$ cat src/design/mips_defs.svh
`ifndef MIPS_DEFS_SVH
`define MIPS_DEFS_SVH

////////////////////
// Datapath
////////////////////

// Machine word, also the instruction width
`define DATA_W 32

////////////////////
// Memories
////////////////////

// Instruction memory, in words
`define IMEM_DEPTH 64

// Data memory, in words
`define DMEM_DEPTH 64

////////////////////
// Encodings
////////////////////

// R-type with rd = 0, so it never reaches the register file
`define NOP_WORD 32'h0000_0000

`endif

$ cat src/design/isaPkg.sv
`include "mips_defs.svh"

package isaPkg;

    ////////////////////
    // Field types
    ////////////////////
    typedef logic [`DATA_W-1:0] word_t;
    typedef logic [4:0]         regAddr_t;
    typedef logic [15:0]        imm_t;

    ////////////////////
    // Encodings
    ////////////////////
    typedef enum logic [5:0] {
        OP_RTYPE = 6'h00,
        OP_BEQ   = 6'h04,
        OP_ADDI  = 6'h08,
        OP_LW    = 6'h23,
        OP_SW    = 6'h2b
    } opcode_e;

    // Funct field of R-type instructions
    typedef enum logic [5:0] {
        F_ADD = 6'h20,
        F_SUB = 6'h22,
        F_AND = 6'h24,
        F_OR  = 6'h25,
        F_SLT = 6'h2a
    } funct_e;

    typedef enum logic [2:0] {
        ALU_ADD,
        ALU_SUB,
        ALU_AND,
        ALU_OR,
        ALU_SLT
    } aluOp_e;

    // Coarse request from the decoder, refined in execute
    typedef enum logic [1:0] {
        CLS_ADD,
        CLS_SUB,
        CLS_FUNCT
    } aluClass_e;

endpackage

$ cat src/design/pipePkg.sv
package pipePkg;

    ////////////////////
    // Control bundles
    ////////////////////

    // Used in execute
    typedef struct packed {
        logic              aluSrc;
        isaPkg::aluClass_e aluClass;
        logic              regDst;
    } exCtrl_t;

    // Used in memory
    typedef struct packed {
        logic branch;
        logic memRead;
        logic memWrite;
    } memCtrl_t;

    // Used in writeback
    typedef struct packed {
        logic memToReg;
        logic regWrite;
    } wbCtrl_t;

    ////////////////////
    // Stage registers
    ////////////////////
    typedef struct packed {
        isaPkg::word_t pc4;
        isaPkg::word_t instr;
    } ifId_t;

    typedef struct packed {
        exCtrl_t          exCtrl;
        memCtrl_t         memCtrl;
        wbCtrl_t          wbCtrl;
        isaPkg::word_t    pc4;
        isaPkg::word_t    rsData;
        isaPkg::word_t    rtData;
        isaPkg::word_t    immExt;
        isaPkg::regAddr_t rt;
        isaPkg::regAddr_t rd;
    } idEx_t;

    typedef struct packed {
        memCtrl_t         memCtrl;
        wbCtrl_t          wbCtrl;
        isaPkg::word_t    branchTarget;
        logic             zero;
        isaPkg::word_t    aluResult;
        isaPkg::word_t    storeData;
        isaPkg::regAddr_t destReg;
    } exMem_t;

    typedef struct packed {
        wbCtrl_t          wbCtrl;
        isaPkg::word_t    aluResult;
        isaPkg::word_t    loadData;
        isaPkg::regAddr_t destReg;
    } memWb_t;

    // Redirect from memory back to fetch
    typedef struct packed {
        logic          taken;
        isaPkg::word_t target;
    } branch_t;

endpackage

$ cat src/design/memoryStage.sv
`timescale 1ns/100ps
`include "mips_defs.svh"

module memoryStage (
    input  logic             i_clk,
    input  logic             i_rstN,
    input  pipePkg::exMem_t  i_exMem,
    output pipePkg::branch_t o_branch,
    output pipePkg::memWb_t  o_memWb
);

    localparam int DMEM_AW = $clog2(`DMEM_DEPTH);

    isaPkg::word_t      dmem [`DMEM_DEPTH];
    logic [DMEM_AW-1:0] wordAddr;
    isaPkg::word_t      loadData;

    ////////////////////
    // Data memory
    ////////////////////
    assign wordAddr = i_exMem.aluResult[DMEM_AW+1:2];
    assign loadData = i_exMem.memCtrl.memRead ? dmem[wordAddr] : '0;

    always_ff @(posedge i_clk) begin
        if (i_exMem.memCtrl.memWrite) begin
            dmem[wordAddr] <= i_exMem.storeData;
        end
    end

    // Branch decision goes straight back to fetch
    assign o_branch = '{taken: i_exMem.memCtrl.branch && i_exMem.zero,
                        target: i_exMem.branchTarget};

    // MEM/WB register
    always_ff @(posedge i_clk) begin
        if (!i_rstN) begin
            o_memWb <= '0;
        end else begin
            o_memWb <= '{wbCtrl: i_exMem.wbCtrl, aluResult: i_exMem.aluResult,
                         loadData: loadData, destReg: i_exMem.destReg};
        end
    end

endmodule

$ cat config.mk
export PLATFORM = sky130hd
export DESIGN_NAME = memoryStage
export DESIGN_NICKNAME = d
export VERILOG_FILES = /design/src/design/isaPkg.sv /design/src/design/pipePkg.sv /design/src/design/memoryStage.sv
export VERILOG_INCLUDE_DIRS = /design/src /design/src/design
export SDC_FILE = /design/constraint.sdc
export NUM_CORES = 2
export LEC_CHECK = 0
export ABC_AREA = 0
export BUFFER_PORTS_ARGS = -buffer_cell sky130_fd_sc_hd__buf_2
export CAP_MARGIN = 20
export CORE_AREA = 2 2 423 425
export DETAILED_ROUTE_END_ITERATION = 8
export DIE_AREA = 0 0 425 427
export GPL_TIMING_DRIVEN = 1
export HOLD_SLACK_MARGIN = 0.15
export PLACE_DENSITY_LB_ADDON = 0.15
export SYNTH_ARGS = -nofsm -noshare
export SYNTH_HDL_FRONTEND = slang
export SYNTH_SLANG_ARGS = --single-unit
$ cat constraint.sdc
create_clock -name i_clk -period 3.44 [get_ports i_clk]
set_input_delay 0.344 -clock i_clk [delete_from_list [all_inputs] [get_ports i_clk]]
set_output_delay 0.344 -clock i_clk [all_outputs]
set_load 0.02 [all_outputs]
==> results_dict.tcl <==
set metrics [dict create \
    routed_wirelength_um 269000 \
    yosysWarnings 0 \
    cts_setup_buffers 0 \
    wl_per_cell_um 35.45 \
    yosys.area.top_type "edfxtp_1" \
    initial_core_util_pct 44.69 \
    crit_arrival_ns 3.79 \
    crit_slowest_cell "dlygate4sd3_1" \
    cp_max_fo 21 \
    drc 0 \
    start_kind "input pin" \
    ys_ff_latch 2119 \
    nNetsFinal 5156 \
    synth_nets 4661 \
    dr.pass1.iters 8 \
    clock_tree.root_cell "clkbuf_16" \
    io_buffers 148 \
    final_antenna_net_count 0 \
    cts_tree "yes" \
    die_area_um2 181500 \
    clk_path_buf_depth 3 \
    synth_area_um2 79210 \
    vias_per_cell 6.503 \
    critPathTopFamily "buffers and inverters" \
    cpPeakStageDelay_ns 0.56 \
    synth_top_flop_cell "edfxtp_1" \
    post-route-period-util_pct 90.70 \
    insertion_delay_ns 0.86 \
    die_w_um 425 \
    clock_skew_ns 0.02468 \
    area_delta_synth_final_pct 18.64 \
    cts_made_buffers 213 \
    fin_crit_ns 3.120 \
    std_cell_rows 155 \
    cts-resized-gates 0 \
    p_leak_uw 0.02984 \
    max_cap_viol_count 0 \
    grt_max_degree 89 \
    num_io_pins 213 \
    dr.first_iter.drc_count 6384 \
    hold_buffers 84 \
    setup_slack_ns 0.3199 \
    power.density_nw_per_um2 588.1 \
    core_area_um2 177300 \
    rsz0062_at_grt "no" \
    netlist_instances 4552 \
    antenna_found_initial 7 \
    final-setup-viol-count 0 \
    hold_violations 0 \
    final_util_pct 53.02 \
    hpwlAfterDp_um 165100 \
    hp-class "in2reg" \
    synth.distinct_cells 56 \
    critPathCaptureType "flop" \
    max_slew.worst_pin.slew_ns 1.105 \
    vias 49347 \
    htree_levels 4 \
    first_global_vias 47359 \
    grt_pass1_wl_um 374600 \
    path_clk_slew_ns 0.06 \
    crit_chain "dlygate4sd3_1 -> buf_8 -> nor2_4 -> buf_12 -> buf_12 -> buf_4 -> a221oi_1 -> nor2_1 -> o21ai_0 -> buf_4 -> and4_1 -> a41oi_1" \
    ys_top_cells_by_area "edfxtp_1 (78%), a221oi_1 (5.2%), a22oi_1 (3.5%)" \
    crit_required_ns 4.11 \
    max_freq_ghz 0.3205 \
    clock-sinks 2119 \
    synthDominantCellAreaShare_pct 77.64 \
    die_h_um 427 \
    gp_congestion 0.8899 \
    crit_type "in2reg" \
    cp.buffers_inverters 6 \
    gr-total-overflow 0 \
    post-place-ws_ns -0.08585 \
    async_flop_share_pct 0 \
    track_usage_pct 29.35 \
    yosysSeqAreaShare_pct 79.43 \
    ir_drop_v 0.0005088 \
    run_status "finished clean" \
    syn_avg_cell_area_um2 17.40 \
    layout-drive-gt1-share_pct 20.08 \
    slew-limit-headroom_pct 26.35 \
    synth_edf_count 2048 \
    drv_slew 0 \
    power_uw 55270 \
]
[cell usage in the layout (no fill, tap or decap), types with 16 or more instances in the layout]
| cell | instances |
|---|---|
| o22ai_1 | 156 |
| bufinv_16 | 20 |
| mux4_2 | 28 |
| a31oi_1 | 51 |
| mux2_2 | 22 |
| nor3_1 | 122 |
| buf_2 | 145 |
| nand3_1 | 28 |
| nor2_4 | 67 |
| clkbuf_1 | 49 |
| and2_1 | 43 |
| a22oi_1 | 366 |
| nand2_1 | 53 |
| and3_1 | 16 |
| nor2_1 | 173 |
| dlygate4sd3_1 | 91 |
| a21oi_1 | 38 |
| a221oi_1 | 471 |
| buf_4 | 362 |
| clkbuf_8 | 16 |
| buf_12 | 81 |
| edfxtp_1 | 2048 |
| o21ai_0 | 113 |
| nand4_1 | 19 |
| mux2i_1 | 70 |
| clkbuf_16 | 216 |
| clkinv_1 | 33 |
| dfxtp_1 | 71 |
| clkinv_2 | 45 |
| a22o_1 | 16 |
| o221ai_1 | 26 |
[per-stage QoR]
step           area (um^2)  cells  setup TNS (ns)  hold slack [ns]
6_report             93980   7588               0           0.1766
5_1_grt              93970   7585               0           0.1755
4_1_cts              93730   7570               0           0.1561
3_5_place_dp         85860   7088        -0.08585           0.5532
3_3_place_gp         85830   7086        -0.07607           0.5493
2_1_floorplan        79210   4552               0           0.4429
[worst paths after layout]
kind / start / to / slack, ns / cells past startpoint
setup reg to reg: dmem[45][27] / o_memWb[32] / 0.98 / 6
hold reg to reg: dmem[35][17] / o_memWb[22] / 0.75 / 3
setup / recovery: i_exMem[40] / o_memWb[11] / 0.32 / 12
hold / removal: i_exMem[12] / dmem[41][7] / 0.18 / 1
[metal layers]
layer,GRT usage (%),wire length (um),up-vias
met2,45.66,124400,2870
met1,40.80,106800,25833
met4,12.87,12820,4
met3,5.053,24950,514
met5,0,23,-
li1,-,-,20126
[Yosys cell counts (14+ instances only)]
cell type and number:
nand3_1 31, edfxtp_1 2048, o21ai_0 113, nand4_1 19
dfxtp_1 71, mux2i_1 70, mux4_2 28, buf_1 61
clkbuf_1 186, o31ai_1 14, buf_2 108, a22oi_1 366
nor3_1 122, a22o_1 16, and3_1 16, o22ai_1 156
a31oi_1 51, nand2_1 53, buf_4 40, a21oi_1 38
mux2_2 22, o221ai_1 26, nor2_1 238, and2_1 46
and4_1 14, a221oi_1 471
[cell type report]
class / count / area (um^2)
inverters: 5 / 28.78
multi-input cells: 2025 / 15000
fillers: 14179 / 83280
clock buffers: 281 / 5809
clock inverters: 117 / 1219
flip-flops and latches: 2119 / 62920
well taps: 2355 / 2947
diodes: 3 / 7.507
repair buffers: 683 / 6045
[kinds of logic (layout without fill, tap and decap cells)]
family          after synthesis  in the layout  synth area share [%]
flops                      2119           2119                 79.43
compound gates             1326           1326                 12.73
simple gates                579            579                 3.475
buf+inv                     408           1086                 2.369
mux                         120            120                 1.993
other cells                   0              3                     0
[report_power, final]
group	internal, uW	switching, uW
registers	28500	86.5
clock network	13400	9950
logic	1020	2310
[flip-flops by register name, indices dropped and copies added (netlist names)]
name,count
dmem,2048
o_memWb,71
(Power assumes the default switching activity.)
