## config.mk

```make
export PLATFORM = sky130hd
export DESIGN_NAME = executeStage
export DESIGN_NICKNAME = d
export VERILOG_FILES = /design/src/design/isaPkg.sv /design/src/design/pipePkg.sv /design/src/design/executeStage.sv
export VERILOG_INCLUDE_DIRS = /design/src /design/src/design
export SDC_FILE = /design/constraint.sdc
export NUM_CORES = 1
export LEC_CHECK = 0
export BUFFER_PORTS_ARGS = -buffer_cell sky130_fd_sc_hd__buf_2
export CORE_MARGIN = 3
export CORE_UTILIZATION = 40
export CTS_CLUSTER_DIAMETER = 60
export DETAILED_ROUTE_END_ITERATION = 8
export SLEW_MARGIN = 5
export SYNTH_ARGS = -nofsm -noshare
export SYNTH_HDL_FRONTEND = slang
export SYNTH_SLANG_ARGS = --single-unit
```

## constraint.sdc

```tcl
create_clock -name i_clk -period 6 [get_ports i_clk]
set_input_delay 0.6 -clock i_clk [delete_from_list [all_inputs] [get_ports i_clk]]
set_output_delay 0.6 -clock i_clk [all_outputs]
set_load 0.05 [all_outputs]
```

## src/design/mips_defs.svh

```systemverilog
`ifndef MIPS_DEFS_SVH
`define MIPS_DEFS_SVH

////////////////////
// Datapath
////////////////////

// Machine word, also the instruction width
`define DATA_W 32

////////////////////
// Memories
////////////////////

// Instruction memory, in words
`define IMEM_DEPTH 64

// Data memory, in words
`define DMEM_DEPTH 64

////////////////////
// Encodings
////////////////////

// R-type with rd = 0, so it never reaches the register file
`define NOP_WORD 32'h0000_0000

`endif

```

## src/design/isaPkg.sv

```systemverilog
`include "mips_defs.svh"

package isaPkg;

    ////////////////////
    // Field types
    ////////////////////
    typedef logic [`DATA_W-1:0] word_t;
    typedef logic [4:0]         regAddr_t;
    typedef logic [15:0]        imm_t;

    ////////////////////
    // Encodings
    ////////////////////
    typedef enum logic [5:0] {
        OP_RTYPE = 6'h00,
        OP_BEQ   = 6'h04,
        OP_ADDI  = 6'h08,
        OP_LW    = 6'h23,
        OP_SW    = 6'h2b
    } opcode_e;

    // Funct field of R-type instructions
    typedef enum logic [5:0] {
        F_ADD = 6'h20,
        F_SUB = 6'h22,
        F_AND = 6'h24,
        F_OR  = 6'h25,
        F_SLT = 6'h2a
    } funct_e;

    typedef enum logic [2:0] {
        ALU_ADD,
        ALU_SUB,
        ALU_AND,
        ALU_OR,
        ALU_SLT
    } aluOp_e;

    // Coarse request from the decoder, refined in execute
    typedef enum logic [1:0] {
        CLS_ADD,
        CLS_SUB,
        CLS_FUNCT
    } aluClass_e;

endpackage

```

## src/design/pipePkg.sv

```systemverilog
package pipePkg;

    ////////////////////
    // Control bundles
    ////////////////////

    // Used in execute
    typedef struct packed {
        logic              aluSrc;
        isaPkg::aluClass_e aluClass;
        logic              regDst;
    } exCtrl_t;

    // Used in memory
    typedef struct packed {
        logic branch;
        logic memRead;
        logic memWrite;
    } memCtrl_t;

    // Used in writeback
    typedef struct packed {
        logic memToReg;
        logic regWrite;
    } wbCtrl_t;

    ////////////////////
    // Stage registers
    ////////////////////
    typedef struct packed {
        isaPkg::word_t pc4;
        isaPkg::word_t instr;
    } ifId_t;

    typedef struct packed {
        exCtrl_t          exCtrl;
        memCtrl_t         memCtrl;
        wbCtrl_t          wbCtrl;
        isaPkg::word_t    pc4;
        isaPkg::word_t    rsData;
        isaPkg::word_t    rtData;
        isaPkg::word_t    immExt;
        isaPkg::regAddr_t rt;
        isaPkg::regAddr_t rd;
    } idEx_t;

    typedef struct packed {
        memCtrl_t         memCtrl;
        wbCtrl_t          wbCtrl;
        isaPkg::word_t    branchTarget;
        logic             zero;
        isaPkg::word_t    aluResult;
        isaPkg::word_t    storeData;
        isaPkg::regAddr_t destReg;
    } exMem_t;

    typedef struct packed {
        wbCtrl_t          wbCtrl;
        isaPkg::word_t    aluResult;
        isaPkg::word_t    loadData;
        isaPkg::regAddr_t destReg;
    } memWb_t;

    // Redirect from memory back to fetch
    typedef struct packed {
        logic          taken;
        isaPkg::word_t target;
    } branch_t;

endpackage

```

## src/design/executeStage.sv

```systemverilog
`timescale 1ns/100ps

module executeStage (
    input  logic             i_clk,
    input  logic             i_rstN,
    input  pipePkg::idEx_t   i_idEx,
    output pipePkg::exMem_t  o_exMem
);

    isaPkg::funct_e   funct;
    isaPkg::aluOp_e   aluOp;
    isaPkg::word_t    operandA;
    isaPkg::word_t    operandB;
    isaPkg::word_t    aluResult;
    logic             zero;
    isaPkg::word_t    branchTarget;
    isaPkg::regAddr_t destReg;

    // Funct sits in the low bits of the immediate
    assign funct = isaPkg::funct_e'(i_idEx.immExt[5:0]);

    ////////////////////
    // ALU control
    ////////////////////
    always_comb begin
        case (i_idEx.exCtrl.aluClass)
            isaPkg::CLS_ADD: aluOp = isaPkg::ALU_ADD;
            isaPkg::CLS_SUB: aluOp = isaPkg::ALU_SUB;
            default: begin
                case (funct)
                    isaPkg::F_SUB: aluOp = isaPkg::ALU_SUB;
                    isaPkg::F_AND: aluOp = isaPkg::ALU_AND;
                    isaPkg::F_OR:  aluOp = isaPkg::ALU_OR;
                    isaPkg::F_SLT: aluOp = isaPkg::ALU_SLT;
                    default:       aluOp = isaPkg::ALU_ADD;
                endcase
            end
        endcase
    end

    ////////////////////
    // ALU
    ////////////////////
    assign operandA = i_idEx.rsData;
    assign operandB = i_idEx.exCtrl.aluSrc ? i_idEx.immExt : i_idEx.rtData;

    always_comb begin
        case (aluOp)
            isaPkg::ALU_SUB: aluResult = operandA - operandB;
            isaPkg::ALU_AND: aluResult = operandA & operandB;
            isaPkg::ALU_OR:  aluResult = operandA | operandB;
            isaPkg::ALU_SLT: aluResult = isaPkg::word_t'($signed(operandA) < $signed(operandB));
            default:         aluResult = operandA + operandB;
        endcase
    end

    assign zero = (aluResult == '0);

    // Offset counts words
    assign branchTarget = i_idEx.pc4 + {i_idEx.immExt[29:0], 2'b00};
    assign destReg      = i_idEx.exCtrl.regDst ? i_idEx.rd : i_idEx.rt;

    // EX/MEM register
    always_ff @(posedge i_clk) begin
        if (!i_rstN) begin
            o_exMem <= '0;
        end else begin
            o_exMem <= '{memCtrl: i_idEx.memCtrl, wbCtrl: i_idEx.wbCtrl,
                         branchTarget: branchTarget, zero: zero, aluResult: aluResult,
                         storeData: i_idEx.rtData, destReg: destReg};
        end
    end

endmodule

```

==> results.yml <==
status:
  outcome: "finished, final reports clean"
place:
  routabilityCongestion: 0.944
  dpl_cell_area_um2: 11000
  place_hpwl_um: 23900
  portBuffers: 255
  place_ws_ns: 1.09
floorplan:
  dieArea_um2: 26000
  ioPinCount: 256
  die_h_um: 161
  die_w_um: 161
  coreArea_um2: 23500
  initial_core_util_pct: 40.9
  rows: 56
setup_path:
  cp_max_fo: 17
  cpPeakStageDelay_ns: 0.56
  slowest_stage: "or4_1"
  worstPathCellList: "buf_2 -> buf_4 -> mux2i_1 -> ha_1 -> nand2b_1 -> a21oi_1 -> a2111oi_0 -> o31a_1 -> a21o_1 -> a31oi_1 -> xnor2_1 -> o221ai_1 -> and3b_1 -> nand4_1 -> or4_1 -> nor3_2"
  path_delay_family: "compound AO/OA/AOI/OAI gates"
  start_kind: "primary input"
  worstPathRequired_ns: 6.29
  cp.buffers_inverters: 2
  worstSetupPathType: "in2reg"
  critPathCaptureType: "register"
  arrival_ns: 4.91
routing:
  routedWlPerCell_um: 17.8
  vias_per_cell: 5.53
  drtIter0Drc: 797
  drtAntennaViolNets: 0
  drt_wl_total_um: 31000
  num_vias: 9631
  drc: 0
  dr.pass1.iters: 5
sta:
  finalCritPeriodShare_pct: 77.1
  hold_ws_ns: 0.440
  relSlewSlack_pct: 18.7
  report.final.slew_viol_count: 0
  fin_setup_tns_ns: 0
  fmax_ghz: 0.216
  setup_viol: 0
  rsz0062_at_grt: "false"
  period_needed_ns: 4.63
  setup_slack_ns: 1.37
  worst_pin_slew_ns: 1.22
  finalHoldViolations: 0
cts:
  cts.sinks: 107
  cts-resized-gates: 0
  clock-root-buffer: "clkbuf_16"
  clockBufferDepth: 2
  numCtsBuffers: 9
  tritoncts: "yes"
  cts_setup_buffers: 0
  htree_num_levels: 3
  ctsHoldBuffers: 0
  clkTransAtPathRegs_ns: 0.08
flow_run:
  cap_violations: 0
grt:
  first_global_vias: 9477
  grt_use_total_pct: 23.4
  gr-total-overflow: 0
  antenna_found_initial: 1
  grt_max_degree: 63
  grt_pass1_wl_um: 49400
synth:
  ys_seq_elements: 107
  synth.distinct_cells: 90
  ys_seq_area_share_pct: 22.2
  synth.area.top_cells: "dfxtp_1, ha_1, mux2i_1"
  synth_common_cells: "ha_1, nor2_1, inv_1"
  synth_enable_flop_cells: 0
  synthesis.area_um2: 9630
  avgSynthCellArea_um2: 8.03
  yosysWarnings: 0
  yosys_most_used_dff: "dfxtp_1"
  synth.most_common_cell: "ha_1"
  synth_nets: 1483
  synthCells: 1200
  synth_top_area_share_pct: 22.2
  yosysTopAreaCell: "dfxtp_1"
  synthArstFlopShare_pct: 0
hold_path:
  hold_depth: 2
  min_to: "o_exMem[105]"
  hold_class: "in2reg"
  min_from: "i_idEx[141]"
power_and_ir_drop:
  leakage_nw: 5.62
  total_power_w: 0.00264
  power_density_nw_per_um2: 233
  ir_drop_mv: 0.113
final_layout:
  finalInstanceArea_um2: 11300
  drive_above_1_share_pct: 22.0
  fin_nets: 1701
  largest_register_ffs: 107
  top_register: "o_exMem"
  top_regs: "o_exMem x107"
  n_antenna_cell: 0
  syn2layout_area_growth_pct: 17.5
==> cell usage in the layout, fill, tap and decap left out, types with 22 or more instances in the layout <==
cell type / count
ha_1: 131
o21ai_0: 50
nand2_1: 64
a21o_1: 22
mux2i_1: 46
inv_1: 109
buf_2: 255
a21oi_1: 89
and2_1: 59
nor2_1: 115
dfxtp_1: 107
==> logic make-up after synthesis <==
logic type      after synthesis  synth area share (%)
compound gates              350                  25.4
xor+xnor                     34                  3.09
fa+ha+maj                   134                  17.6
buf+inv                     167                  7.94
flops                       107                  22.2
mux                          46                  4.78
simple gates                362                  18.9
==> worst max-delay path by stage <==
stage | from | endpoint | slack [ns] | depth (start not counted)
CTS | i_idEx[146] | o_exMem[69] | 1.46 | 16
global route | i_idEx[146] | o_exMem[69] | 1.04 | 16
floorplan | i_idEx[10] | o_exMem[69] | 1.07 | 19
detailed placement | i_idEx[146] | o_exMem[69] | 1.09 | 16
finish | i_idEx[146] | o_exMem[69] | 1.37 | 16
global placement | i_idEx[146] | o_exMem[69] | 1.20 | 16
==> routing by layer <==
metal  up-vias  global-route usage (%)  share of wire, %
met1      4467                    29.9                43
met3        57                    4.39               6.8
met4         2                    7.24               2.6
met5         -                       0             0.042
li1       4702                       -                 -
met2       403                    39.9                47
==> final cells by class <==
cell class              instances  area, um^2
clock buffers                  11         233
inverters                     111         430
fillers                      2400       12200
flip-flops and latches        107        2140
multi-input cells             926        6730
well taps                     319         399
clock inverters                 5        38.8
repair buffers                263        1340
==> power by group <==
part           internal, W  leakage (nW)  switching (W)
combinational     0.000412          4.59       0.000844
clock             0.000285         0.130       0.000296
sequential        0.000784         0.892      0.0000163
total              0.00148          5.62        0.00116
==> metrics by stage <==
stage | std cells | util (%)
6_report | 1742 | 48.1
5_1_grt | 1742 | 48.1
4_1_cts | 1742 | 48.1
3_5_place_dp | 1726 | 46.9
3_3_place_gp | 1726 | 46.9
2_1_floorplan | 1200 | -
Power figures use the tool's default switching activity.
