### src/design/mips_defs.svh
`ifndef MIPS_DEFS_SVH
`define MIPS_DEFS_SVH

////////////////////
// Datapath
////////////////////

// Machine word, also the instruction width
`define DATA_W 32

////////////////////
// Memories
////////////////////

// Instruction memory, in words
`define IMEM_DEPTH 64

// Data memory, in words
`define DMEM_DEPTH 64

////////////////////
// Encodings
////////////////////

// R-type with rd = 0, so it never reaches the register file
`define NOP_WORD 32'h0000_0000

`endif

### src/design/isaPkg.sv
`include "mips_defs.svh"

package isaPkg;

    ////////////////////
    // Field types
    ////////////////////
    typedef logic [`DATA_W-1:0] word_t;
    typedef logic [4:0]         regAddr_t;
    typedef logic [15:0]        imm_t;

    ////////////////////
    // Encodings
    ////////////////////
    typedef enum logic [5:0] {
        OP_RTYPE = 6'h00,
        OP_BEQ   = 6'h04,
        OP_ADDI  = 6'h08,
        OP_LW    = 6'h23,
        OP_SW    = 6'h2b
    } opcode_e;

    // Funct field of R-type instructions
    typedef enum logic [5:0] {
        F_ADD = 6'h20,
        F_SUB = 6'h22,
        F_AND = 6'h24,
        F_OR  = 6'h25,
        F_SLT = 6'h2a
    } funct_e;

    typedef enum logic [2:0] {
        ALU_ADD,
        ALU_SUB,
        ALU_AND,
        ALU_OR,
        ALU_SLT
    } aluOp_e;

    // Coarse request from the decoder, refined in execute
    typedef enum logic [1:0] {
        CLS_ADD,
        CLS_SUB,
        CLS_FUNCT
    } aluClass_e;

endpackage

### src/design/pipePkg.sv
package pipePkg;

    ////////////////////
    // Control bundles
    ////////////////////

    // Used in execute
    typedef struct packed {
        logic              aluSrc;
        isaPkg::aluClass_e aluClass;
        logic              regDst;
    } exCtrl_t;

    // Used in memory
    typedef struct packed {
        logic branch;
        logic memRead;
        logic memWrite;
    } memCtrl_t;

    // Used in writeback
    typedef struct packed {
        logic memToReg;
        logic regWrite;
    } wbCtrl_t;

    ////////////////////
    // Stage registers
    ////////////////////
    typedef struct packed {
        isaPkg::word_t pc4;
        isaPkg::word_t instr;
    } ifId_t;

    typedef struct packed {
        exCtrl_t          exCtrl;
        memCtrl_t         memCtrl;
        wbCtrl_t          wbCtrl;
        isaPkg::word_t    pc4;
        isaPkg::word_t    rsData;
        isaPkg::word_t    rtData;
        isaPkg::word_t    immExt;
        isaPkg::regAddr_t rt;
        isaPkg::regAddr_t rd;
    } idEx_t;

    typedef struct packed {
        memCtrl_t         memCtrl;
        wbCtrl_t          wbCtrl;
        isaPkg::word_t    branchTarget;
        logic             zero;
        isaPkg::word_t    aluResult;
        isaPkg::word_t    storeData;
        isaPkg::regAddr_t destReg;
    } exMem_t;

    typedef struct packed {
        wbCtrl_t          wbCtrl;
        isaPkg::word_t    aluResult;
        isaPkg::word_t    loadData;
        isaPkg::regAddr_t destReg;
    } memWb_t;

    // Redirect from memory back to fetch
    typedef struct packed {
        logic          taken;
        isaPkg::word_t target;
    } branch_t;

endpackage

### src/design/fetchStage.sv
`timescale 1ns/100ps
`include "mips_defs.svh"

module fetchStage (
    input  logic                           i_clk,
    input  logic                           i_rstN,
    input  pipePkg::branch_t               i_branch,
    input  logic                           i_progWe,
    input  logic [$clog2(`IMEM_DEPTH)-1:0] i_progAddr,
    input  isaPkg::word_t                  i_progData,
    output pipePkg::ifId_t                 o_ifId
);

    localparam int IMEM_AW = $clog2(`IMEM_DEPTH);

    isaPkg::word_t imem [`IMEM_DEPTH];
    isaPkg::word_t pc;
    isaPkg::word_t pc4;
    isaPkg::word_t pcNext;
    isaPkg::word_t instr;

    ////////////////////
    // Next PC
    ////////////////////
    assign pc4    = pc + 32'd4;
    assign pcNext = i_branch.taken ? i_branch.target : pc4;

    always_ff @(posedge i_clk) begin
        if (!i_rstN) begin
            pc <= '0;
        end else begin
            pc <= pcNext;
        end
    end

    ////////////////////
    // Instruction memory
    ////////////////////

    // Loader only writes while the core is held in reset
    always_ff @(posedge i_clk) begin
        if (!i_rstN && i_progWe) begin
            imem[i_progAddr] <= i_progData;
        end
    end

    assign instr = imem[pc[IMEM_AW+1:2]];

    // IF/ID register
    always_ff @(posedge i_clk) begin
        if (!i_rstN) begin
            o_ifId <= '{pc4: '0, instr: `NOP_WORD};
        end else begin
            o_ifId <= '{pc4: pc4, instr: instr};
        end
    end

endmodule

### config.mk
export PLATFORM = sky130hd
export DESIGN_NAME = fetchStage
export DESIGN_NICKNAME = d
export VERILOG_FILES = /design/src/design/isaPkg.sv /design/src/design/pipePkg.sv /design/src/design/fetchStage.sv
export VERILOG_INCLUDE_DIRS = /design/src /design/src/design
export SDC_FILE = /design/constraint.sdc
export NUM_CORES = 2
export LEC_CHECK = 0
export BUFFER_PORTS_ARGS = -buffer_cell sky130_fd_sc_hd__buf_2
export CAP_MARGIN = 25
export CORE_ASPECT_RATIO = 0.5
export CORE_MARGIN = 2
export CORE_UTILIZATION = 24
export CTS_CLUSTER_DIAMETER = 200
export CTS_CLUSTER_SIZE = 20
export DETAILED_ROUTE_END_ITERATION = 6
export SLEW_MARGIN = 5
export SYNTH_ARGS = -nofsm -noshare
export SYNTH_HDL_FRONTEND = slang
export SYNTH_SLANG_ARGS = --single-unit
### constraint.sdc
create_clock -name i_clk -period 3.55 [get_ports i_clk]
set_input_delay 0 -clock i_clk [delete_from_list [all_inputs] [get_ports i_clk]]
set_output_delay 0 -clock i_clk [all_outputs]
set_load 0.02 [all_outputs]
==> impl_metrics.csv <==
group,metric,value,unit
yosys,ys_types,67,
die,start_util,0.241,
yosys,synthCells,3735,
critical_path,crit_buf_inv,3,
yosys,synth-main-ff-cell,"edfxtp_1",
clocking,cts-buffers-inserted,117,
global_route,antenna_found_initial,28,
yosys,synth_area_leaders,"edfxtp_1, mux4_2, dfxtp_1",
sta,fin_tns_setup,0,ns
detailed_routing,num_vias,39869,
critical_path,cp_slowest_cell,"a2111oi_1",
placed_design,dpl.hpwl,133,mm
critical_path,startpoint,"pc[2]",
critical_path,worstSetupEndpointType,"flop",
critical_path,worstPathArrival,4.01,ns
sta,rsz0062_at_grt,"false",
yosys,synth_top_cells_by_count,"edfxtp_1, mux4_2, nor2_1",
sta,fmaxAchievable,300,MHz
critical_path,worst-path-max-fanout,26,
critical_path,reg2reg_depth,8,
critical_path,reg2reg_to,"o_ifId[3]",
pwr,ir_worst_vdd,0.445,mV
detailed_routing,antenna_left,0,
pwr,power.leakage,28.1,nW
yosys,synthArstFlopShare,0,
final_layout,layout-drive-gt1-share,0.253,
final_layout,multi_input_area,0.0173,mm²
critical_path,worstPathRequired,4.22,ns
critical_path,max_stage_delay,0.82,ns
die,rows,151,
yosys,ys_warn_count,0,
critical_path,startpoint_type,"flop",
die,dieHeight,417,µm
clocking,cts_tree,"yes",
clocking,clock_sinks,2144,
critical_path,crit_end,"o_ifId[3]",
detailed_routing,first_pass_iters,7,
sta,holdWs,0.0667,ns
min_path,hp-class,"input pin to flop",
yosys,synth_edf_count,2048,
global_route,grt_pass1_wl,306,mm
yosys,synth.cell_area,0.0818,mm²
sta,setup_viol,0,
yosys,synth_area_per_cell,21.9,µm²
die,core_area,0.339,mm²
die,die_w,830,µm
placed_design,io_buffers,137,
sta,fin_crit,3.33,ns
yosys,post-synth-top-count-cell,"edfxtp_1",
detailed_routing,routed_via_density,4.57,
sta,worstMarginPinSlew,1.06,ns
critical_path,regToRegStartpoint,"pc[2]",
critical_path,cp.depth,8,
placed_design,gp_congestion,0.789,
sta,drv_slew,0,
detailed_routing,totalWireLength,218,mm
critical_path,path_cells,"buf_12 -> buf_4 -> mux4_2 -> mux2i_1 -> nor2_1 -> a2111oi_1 -> buf_4 -> o21ai_0",
detailed_routing,drc,0,
clocking,h-tree-depth,3,
pwr,power_density,485,mW/mm²
detailed_routing,wl_per_cell,25.0,µm
yosys,synth.net_count,3810,
global_route,gr-usage-all-layers,0.122,
yosys,yosysSeqAreaShare,0.776,
clocking,worstSkewPairLatency,0.81,ns
detailed_routing,drtIter0Drc,4611,
yosys,synth_top_area_frac,0.752,
global_route,grt_max_degree,66,
global_route,gr-total-overflow,0,
final_layout,nets,4195,
critical_path,cpLargestDelayFamily,"compound AO/OA/AOI/OAI gates",
critical_path,critical_path_class,"flop to flop",
sta,fin_crit_sh,0.939,
die,dieArea,0.346,mm²
outcome,status,"finished, final reports clean",
clocking,ctsRootBufferMaster,"clkbuf_16",
critical_path,crit_path_frequent_cell,"buf_4",
clocking,path_clk_slew,0.10,ns
yosys,synth-seq-cells,2144,
clocking,clockBufferDepth,3,
sta,skew,0.0801,ns
sta,finalHoldViolCount,0,
min_path,min_from,"i_progData[30]",
final_layout,area_growth,15.0,%
yosys,yosysTopAreaCell,"edfxtp_1",
die,io_pins,138,
final_layout,ff_latch_area,0.0634,mm²
run,drv_cap,0,
global_route,grt_pass1_vias,39743,
final_layout,nFillCells,33236,
critical_path,r2r_slack,0.22,ns
sta,slew_headroom,0.291,
[area by class of cell]
type,instances,share of cell area
inverter,3,0.000120
tap,4513,0.0601
antenna,7,0.000186
clock buffer,194,0.0347
timing repair buffer,484,0.0455
sequential,2144,0.675
clock inverter,6,0.00137
multi-input combinational,1370,0.183
[registers in the layout (all words and copies together) (netlist names)]
signal,cells
imem,2048
pc,32
o_ifId,64
[power breakdown]
group	total, W	switching (W)	internal, W	leakage [nW]
Clock	0.0142	0.00793	0.00631	1.61
Sequential	0.0280	0.000170	0.0278	19.2
Combinational	0.00341	0.00204	0.00137	7.30
Total	0.0456	0.0101	0.0355	28.1
[worst min-delay path by stage]
stage	depth (start not counted)	endpoint
after floorplan	0	imem[0][0]
after global placement	1	imem[57][30]
after detailed placement	3	pc[14]
after CTS	2	imem[57][30]
after global routing	2	imem[57][30]
final	2	imem[59][30]
[kinds of logic after synthesis]
family / Yosys count / synth area share
DFF: 2144 / 0.776
buffers and inverters: 221 / 0.0197
xor gates and xnor gates: 28 / 0.00300
adders and majority gates: 1 / 0.000153
AOI/OAI and AO/OA: 383 / 0.0348
and+or+nand+nor: 352 / 0.0211
muxes: 606 / 0.146
[stage by stage]
stage / power [W] / std cells / util / instance area [µm²] / worst slack [ns]
2_1_floorplan: 0.0304 / 3735 / - / 81800 / 0.940
3_3_place_gp: 0.0319 / 8419 / 0.264 / 89600 / 0.230
3_5_place_dp: 0.0319 / 8427 / 0.265 / 89700 / 0.181
4_1_cts: 0.0460 / 8710 / 0.277 / 93900 / 0.240
5_1_grt: 0.0470 / 8716 / 0.278 / 94000 / 0.109
6_report: 0.0456 / 8721 / 0.278 / 94000 / 0.217
[placed cells by master (no fill, tap or decap), types with 10 or more instances in the layout]
master / n
edfxtp_1: 2048
mux4_2: 432
buf_4: 202
mux2i_1: 145
buf_2: 136
clkbuf_16: 119
o22ai_1: 100
dfxtp_1: 91
dlygate4sd3_1: 84
nor2_1: 80
clkbuf_1: 75
nor2_4: 64
buf_12: 62
nand2_1: 52
and2_1: 37
a211oi_1: 36
o21ai_0: 35
nor2b_1: 29
mux4_1: 27
a22oi_1: 26
o21ai_1: 24
xnor2_1: 24
a221o_1: 21
a311oi_1: 21
nand3_1: 19
o21ba_2: 16
o221ai_1: 14
nand2b_1: 13
o41ai_1: 13
a22o_1: 11
a2111oi_0: 10
[routing by layer]
metal,share of wire,global-route usage,vias up
met5,0.00019,0,-
met3,0.066,0.0187,278
met2,0.50,0.209,1460
met1,0.40,0.160,21694
met4,0.031,0.0356,6
li1,-,-,16431
[repair_timing]
item	in CTS	in global routing
hold buffers	83	1
setup buffers	0	0
hold endpoints to repair	1561	1
resized for setup	0	0
setup endpoints to repair	0	0
No activity file was read; power rests on OpenSTA's default activity.
