### config.mk
export PLATFORM = sky130hd
export DESIGN_NAME = decodeStage
export DESIGN_NICKNAME = d
export VERILOG_FILES = /design/src/design/isaPkg.sv /design/src/design/pipePkg.sv /design/src/design/decodeStage.sv
export VERILOG_INCLUDE_DIRS = /design/src /design/src/design
export SDC_FILE = /design/constraint.sdc
export NUM_CORES = 1
export LEC_CHECK = 0
export ABC_CLOCK_PERIOD_IN_PS = 8750
export BUFFER_PORTS_ARGS = -buffer_cell sky130_fd_sc_hd__buf_4
export CAP_MARGIN = 15
export CORE_MARGIN = 4
export CORE_UTILIZATION = 55
export CTS_CLUSTER_DIAMETER = 200
export DETAILED_ROUTE_END_ITERATION = 16
export PLACE_DENSITY = 0.72
export SYNTH_ARGS = -nofsm -noshare
export SYNTH_HDL_FRONTEND = slang
export SYNTH_SLANG_ARGS = --single-unit
export TNS_END_PERCENT = 5
### constraint.sdc
create_clock -name i_clk -period 8.75 [get_ports i_clk]
set_clock_uncertainty 0.2 [all_clocks]
set_input_delay 0.4375 -clock i_clk [delete_from_list [all_inputs] [get_ports i_clk]]
set_output_delay 0.4375 -clock i_clk [all_outputs]
set_load 0.01 [all_outputs]
### src/design/mips_defs.svh
`ifndef MIPS_DEFS_SVH
`define MIPS_DEFS_SVH

////////////////////
// Datapath
////////////////////

// Machine word, also the instruction width
`define DATA_W 32

////////////////////
// Memories
////////////////////

// Instruction memory, in words
`define IMEM_DEPTH 64

// Data memory, in words
`define DMEM_DEPTH 64

////////////////////
// Encodings
////////////////////

// R-type with rd = 0, so it never reaches the register file
`define NOP_WORD 32'h0000_0000

`endif

### src/design/isaPkg.sv
`include "mips_defs.svh"

package isaPkg;

    ////////////////////
    // Field types
    ////////////////////
    typedef logic [`DATA_W-1:0] word_t;
    typedef logic [4:0]         regAddr_t;
    typedef logic [15:0]        imm_t;

    ////////////////////
    // Encodings
    ////////////////////
    typedef enum logic [5:0] {
        OP_RTYPE = 6'h00,
        OP_BEQ   = 6'h04,
        OP_ADDI  = 6'h08,
        OP_LW    = 6'h23,
        OP_SW    = 6'h2b
    } opcode_e;

    // Funct field of R-type instructions
    typedef enum logic [5:0] {
        F_ADD = 6'h20,
        F_SUB = 6'h22,
        F_AND = 6'h24,
        F_OR  = 6'h25,
        F_SLT = 6'h2a
    } funct_e;

    typedef enum logic [2:0] {
        ALU_ADD,
        ALU_SUB,
        ALU_AND,
        ALU_OR,
        ALU_SLT
    } aluOp_e;

    // Coarse request from the decoder, refined in execute
    typedef enum logic [1:0] {
        CLS_ADD,
        CLS_SUB,
        CLS_FUNCT
    } aluClass_e;

endpackage

### src/design/pipePkg.sv
package pipePkg;

    ////////////////////
    // Control bundles
    ////////////////////

    // Used in execute
    typedef struct packed {
        logic              aluSrc;
        isaPkg::aluClass_e aluClass;
        logic              regDst;
    } exCtrl_t;

    // Used in memory
    typedef struct packed {
        logic branch;
        logic memRead;
        logic memWrite;
    } memCtrl_t;

    // Used in writeback
    typedef struct packed {
        logic memToReg;
        logic regWrite;
    } wbCtrl_t;

    ////////////////////
    // Stage registers
    ////////////////////
    typedef struct packed {
        isaPkg::word_t pc4;
        isaPkg::word_t instr;
    } ifId_t;

    typedef struct packed {
        exCtrl_t          exCtrl;
        memCtrl_t         memCtrl;
        wbCtrl_t          wbCtrl;
        isaPkg::word_t    pc4;
        isaPkg::word_t    rsData;
        isaPkg::word_t    rtData;
        isaPkg::word_t    immExt;
        isaPkg::regAddr_t rt;
        isaPkg::regAddr_t rd;
    } idEx_t;

    typedef struct packed {
        memCtrl_t         memCtrl;
        wbCtrl_t          wbCtrl;
        isaPkg::word_t    branchTarget;
        logic             zero;
        isaPkg::word_t    aluResult;
        isaPkg::word_t    storeData;
        isaPkg::regAddr_t destReg;
    } exMem_t;

    typedef struct packed {
        wbCtrl_t          wbCtrl;
        isaPkg::word_t    aluResult;
        isaPkg::word_t    loadData;
        isaPkg::regAddr_t destReg;
    } memWb_t;

    // Redirect from memory back to fetch
    typedef struct packed {
        logic          taken;
        isaPkg::word_t target;
    } branch_t;

endpackage

### src/design/decodeStage.sv
`timescale 1ns/100ps
`include "mips_defs.svh"

module decodeStage (
    input  logic              i_clk,
    input  logic              i_rstN,
    input  pipePkg::ifId_t    i_ifId,
    input  pipePkg::memWb_t   i_memWb,
    output pipePkg::idEx_t    o_idEx,
    output logic              o_wbValid,
    output isaPkg::regAddr_t  o_wbReg,
    output isaPkg::word_t     o_wbData
);

    localparam int NUM_REGS = 32;

    isaPkg::opcode_e   opcode;
    isaPkg::regAddr_t  rs;
    isaPkg::regAddr_t  rt;
    isaPkg::regAddr_t  rd;
    isaPkg::imm_t      imm;
    isaPkg::word_t     immExt;
    pipePkg::exCtrl_t  ctrlEx;
    pipePkg::memCtrl_t ctrlMem;
    pipePkg::wbCtrl_t  ctrlWb;
    isaPkg::word_t     regs [NUM_REGS];
    isaPkg::word_t     wbData;
    logic              wbEn;

    assign opcode = isaPkg::opcode_e'(i_ifId.instr[31:26]);
    assign rs     = i_ifId.instr[25:21];
    assign rt     = i_ifId.instr[20:16];
    assign rd     = i_ifId.instr[15:11];
    assign imm    = i_ifId.instr[15:0];
    assign immExt = {{(`DATA_W-16){imm[15]}}, imm};

    ////////////////////
    // Control decoder
    ////////////////////
    always_comb begin
        ctrlEx  = '0;
        ctrlMem = '0;
        ctrlWb  = '0;
        case (opcode)
            isaPkg::OP_RTYPE: begin
                ctrlEx.regDst   = 1'b1;
                ctrlEx.aluClass = isaPkg::CLS_FUNCT;
                ctrlWb.regWrite = 1'b1;
            end
            isaPkg::OP_ADDI: begin
                ctrlEx.aluSrc   = 1'b1;
                ctrlWb.regWrite = 1'b1;
            end
            isaPkg::OP_LW: begin
                ctrlEx.aluSrc   = 1'b1;
                ctrlMem.memRead = 1'b1;
                ctrlWb.memToReg = 1'b1;
                ctrlWb.regWrite = 1'b1;
            end
            isaPkg::OP_SW: begin
                ctrlEx.aluSrc    = 1'b1;
                ctrlMem.memWrite = 1'b1;
            end
            isaPkg::OP_BEQ: begin
                // Zero flag of rs - rt decides the branch
                ctrlEx.aluClass = isaPkg::CLS_SUB;
                ctrlMem.branch  = 1'b1;
            end
            default: begin
                // Unknown opcode stays a nop
                ctrlEx = '0;
            end
        endcase
    end

    ////////////////////
    // Writeback
    ////////////////////
    assign wbData = i_memWb.wbCtrl.memToReg ? i_memWb.loadData : i_memWb.aluResult;
    assign wbEn   = i_memWb.wbCtrl.regWrite && (i_memWb.destReg != '0);

    assign o_wbValid = wbEn;
    assign o_wbReg   = i_memWb.destReg;
    assign o_wbData  = wbData;

    always_ff @(posedge i_clk) begin
        if (wbEn) begin
            regs[i_memWb.destReg] <= wbData;
        end
    end

    // Register 0 is hardwired, a same-cycle write is passed through
    function automatic isaPkg::word_t readReg(input isaPkg::regAddr_t addr);
        isaPkg::word_t value;
        if (addr == '0) begin
            value = '0;
        end else if (wbEn && addr == i_memWb.destReg) begin
            value = wbData;
        end else begin
            value = regs[addr];
        end
        return value;
    endfunction

    // ID/EX register
    always_ff @(posedge i_clk) begin
        if (!i_rstN) begin
            o_idEx <= '0;
        end else begin
            o_idEx <= '{exCtrl: ctrlEx, memCtrl: ctrlMem, wbCtrl: ctrlWb,
                        pc4: i_ifId.pc4, rsData: readReg(rs), rtData: readReg(rt),
                        immExt: immExt, rt: rt, rd: rd};
        end
    end

endmodule

==> summary.txt <==
Run status
  – Status: completed

Clock network
  – TritonCTS Sinks: 1148
  – Number of buffers inserted by hold repair at cts: 57
  – Clock buffer depth: 3
  – Worst skew pair latency: about 0.71 ns
  – Number of buffers created by CTS: approximately 120
  – Number of gates resized after CTS: 0
  – Post CTS Setup Buffer Count: 0
  – Clock slew at the register clock pins of the worst setup and hold paths: 0.06 ns
  – TritonCTS clock tree: built
  – Total number of H-tree levels: 3
  – Root buffer cell: sky130_fd_sc_hd__clkbuf_16

GRT
  – Wire length of the first global-routing pass: 230600 um
  – Via count of the first global-routing pass: 34000
  – Leftover overflow at the end of global routing: 0
  – Largest net degree at the start of global routing: 100
  – Aggregate global-route resource usage: 0.3208
  – Antenna violations before repair: 5

Placed design
  – Dpl cells: 4416
  – RePlAce Congestion: 0.8906
  – Buffers added on ports: 321
  – DP Wirelength: between 90000 and 100000 um

STA
  – Min Clock Period, post-route: about 3.6 ns
  – Remaining max-slew budget at the tightest pin: 0.1935
  – Setup repair after global routing missed its margin: false
  – Fin Setup TNS: 0 ns
  – Fin. max-slew vios: 0
  – Slew at the pin with the worst max-slew slack: 1.207 ns
  – Fmax: 281.7 MHz
  – Hold Fails Final Rpt: 0
  – Part of the cycle the worst path needs: 0.4058
  – Setup violators final: 0

Drt
  – Iteration-0 DRC Markers: 4321
  – Antenna-violating nets left: 0
  – Count of TritonRoute iterations in the first routing pass: 5
  – Via count: 33330
  – Detailed-route DRC error count: 0
  – Overall routed net length: between 150000 and 200000 um
  – Post-detailed-route via-to-cell ratio: 7.096
  – Average wire per standard cell: 34.61 um

Power and ir drop
  – Power per unit of standard cell area: just over 200 nW/um^2
  – Highest ir drop seen on vdd: 0.1889 mV
  – Total leakage power: approximately 0.021 uW

Worst setup path
  – Worst Setup End Kind: flip-flop
  – Startpoint of the most critical register-to-register path: regs[1][10]$_DFFE_PP_
  – Maximum fanout count along the critical path: 64
  – Category of the most critical setup path: input port to flip-flop
  – Arrival time of the worst setup path: 3.94 ns
  – Worst reg2reg path depth: 5
  – CP startpoint kind: input port
  – WP data required: 9.14 ns
  – Slack of the worst reg-to-reg path: about 6.6 ns
  – End of the worst register-to-register path: o_idEx[52]$_SDFF_PP0_

Layout
  – Number of cells in the finished layout apart from fillers: ~4700
  – Total Nets Final: 3476
  – Area Growth Syn to Fin: 15.44%
  – Fraction of layout instances using a drive strength above 1: 0.2762
  – Number of antenna repair diodes: 0

Synthesis
  – Ys async rst share: 0
  – Post-synthesis area per instance: 17.25 um^2
  – EDFF count, synth: 1024
  – Post-synthesis instance area: 51980 um^2
  – Number of distinct standard cells referenced by the synthesized netlist: 47
  – Primary FF master, synth: sky130_fd_sc_hd__edfxtp_1
  – Fraction of the yosys area taken by sequential cells: 0.6393
  – Post-Synthesis Cells: 3013
  – Yosys reg bits: 1148
  – Number of warnings reported in the yosys synthesis log: 0

Flow run
  – Number of max-capacitance violations reported: 0

Floorplan
  – Starting Density: 0.5553
  – CORE AREA: 93610 um^2
  – Site Rows: 112
  – Die area: ~100000 um^2
  – I/O Pins: 322
  – Vertical die dimension: 315.4 um
  – Width of the chip: 315.4 um

Worst hold path
  – Worst hold path class: input port to flip-flop
  – End of the worst hold path: o_idEx[13]$_SDFF_PN0_
  – Number of cells traversed by the worst hold path: 2
  – Hold path startpoint: i_rstN
==> power by group <==
part           leakage [uW]  internal (uW)  total (uW)  switching [uW]
combinational       0.00867            478        1190             711
sequential           0.0103           6130        6210            80.2
clock               0.00196           2940        5080            2140
total                0.0209           9540       12500            2930
==> registers in the layout (all words and copies together), names as in the netlist <==
register and count:
o_idEx 124, regs 1024
==> critical path, stage by stage <==
cell,delay [ns]
sky130_fd_sc_hd__buf_6,0.44
sky130_fd_sc_hd__nor2b_4,1.07
sky130_fd_sc_hd__buf_4,0.99
sky130_fd_sc_hd__a221oi_1,0.24
sky130_fd_sc_hd__a21boi_0,0.27
sky130_fd_sc_hd__o21ai_0,0.14
sky130_fd_sc_hd__a221o_1,0.29
==> cell families after synthesis <==
kind of cell / count (synthesis) / share of synthesized area
flip-flops: 1148 / 0.6393
multiplexers: 768 / 0.2180
AO/OA/AOI/OAI: 650 / 0.09571
buffers and inverters: 281 / 0.02987
AND/OR/NAND/NOR: 155 / 0.01536
XOR/XNOR: 10 / 0.001685
other: 1 / 0.00007214
==> layout by cell type (no fill, tap or decap), types with 24 or more instances in the layout <==
cell type,n
sky130_fd_sc_hd__a21boi_0,57
sky130_fd_sc_hd__a21oi_1,64
sky130_fd_sc_hd__a221o_1,64
sky130_fd_sc_hd__a221oi_1,192
sky130_fd_sc_hd__a22oi_1,96
sky130_fd_sc_hd__and2_1,51
sky130_fd_sc_hd__buf_4,379
sky130_fd_sc_hd__clkbuf_1,25
sky130_fd_sc_hd__clkbuf_16,120
sky130_fd_sc_hd__clkbuf_8,24
sky130_fd_sc_hd__clkinv_2,26
sky130_fd_sc_hd__conb_1,32
sky130_fd_sc_hd__dfxtp_1,124
sky130_fd_sc_hd__dlygate4sd3_1,57
sky130_fd_sc_hd__edfxtp_1,1024
sky130_fd_sc_hd__mux2_2,32
sky130_fd_sc_hd__mux2i_1,448
sky130_fd_sc_hd__mux4_2,288
sky130_fd_sc_hd__nand2_1,34
sky130_fd_sc_hd__nor2_4,35
sky130_fd_sc_hd__o21ai_0,99
sky130_fd_sc_hd__o21bai_1,32
sky130_fd_sc_hd__o22a_1,32
==> cells in the mapped netlist (all sizes together) (4+ instances only) <==
cell type | count | share of area
a22oi | 96 | 0.014
inv | 9 | 0.00065
nand3b | 6 | 0.00087
a221oi | 192 | 0.032
nor2 | 42 | 0.0030
mux4 | 288 | 0.12
edfxtp | 1024 | 0.59
dfxtp | 124 | 0.048
a21boi | 64 | 0.0092
xnor2 | 9 | 0.0015
mux2 | 32 | 0.0069
o21bai | 32 | 0.0046
and2 | 51 | 0.0061
buf | 164 | 0.021
nand3 | 4 | 0.00039
a221o | 64 | 0.012
mux2i | 448 | 0.086
clkbuf | 107 | 0.0077
nor3 | 4 | 0.00039
o22a | 32 | 0.0054
o21ai | 100 | 0.0096
a21oi | 64 | 0.0062
nand2 | 34 | 0.0025
==> stage by stage <==
stage          area, um^2  power, uW  hold slack (ns)  setup slack (ns)  utilization
2_1_floorplan       52100       6998           0.3099             5.428            -
3_3_place_gp        55460       7436           0.4405             4.691       0.5924
3_5_place_dp        55480       7469           0.4495             4.666       0.5926
4_1_cts             60010      12500          0.05141             5.362       0.6410
5_1_grt             60010      12830          0.08345             5.192       0.6410
6_report            60010      12480          0.09066             5.200       0.6410
==> worst max-delay path by stage <==
stage	startpoint	cells after the start	end
after floorplan	i_memWb[4]	6	regs[12][0]$_DFFE_PP_
after global placement	i_ifId[22]	8	o_idEx[90]$_SDFF_PP0_
after detailed placement	i_ifId[17]	7	o_idEx[60]$_SDFF_PP0_
after CTS	i_ifId[17]	7	o_idEx[59]$_SDFF_PP0_
after global routing	i_ifId[17]	7	o_idEx[59]$_SDFF_PP0_
final	i_ifId[17]	7	o_idEx[59]$_SDFF_PP0_
==> layer usage <==
layer	GRT usage	share of wire	vias to the layer above
met5	0	0	-
met4	0.1253	0.044	0
met3	0.08855	0.14	432
met2	0.4964	0.46	2585
met1	0.4382	0.36	17030
li1	-	-	13290
==> cell type report <==
type | instances | area, um^2
Timing Repair Buffer | 446 | 3588
Fill cell | 6398 | 33600
Multi-Input combinational cell | 1615 | 17620
Inverter | 10 | 37.54
Clock buffer | 170 | 3432
Tap cell | 1254 | 1569
Clock inverter | 54 | 526.8
Sequential cell | 1148 | 33230
(Power assumes the default switching activity.)
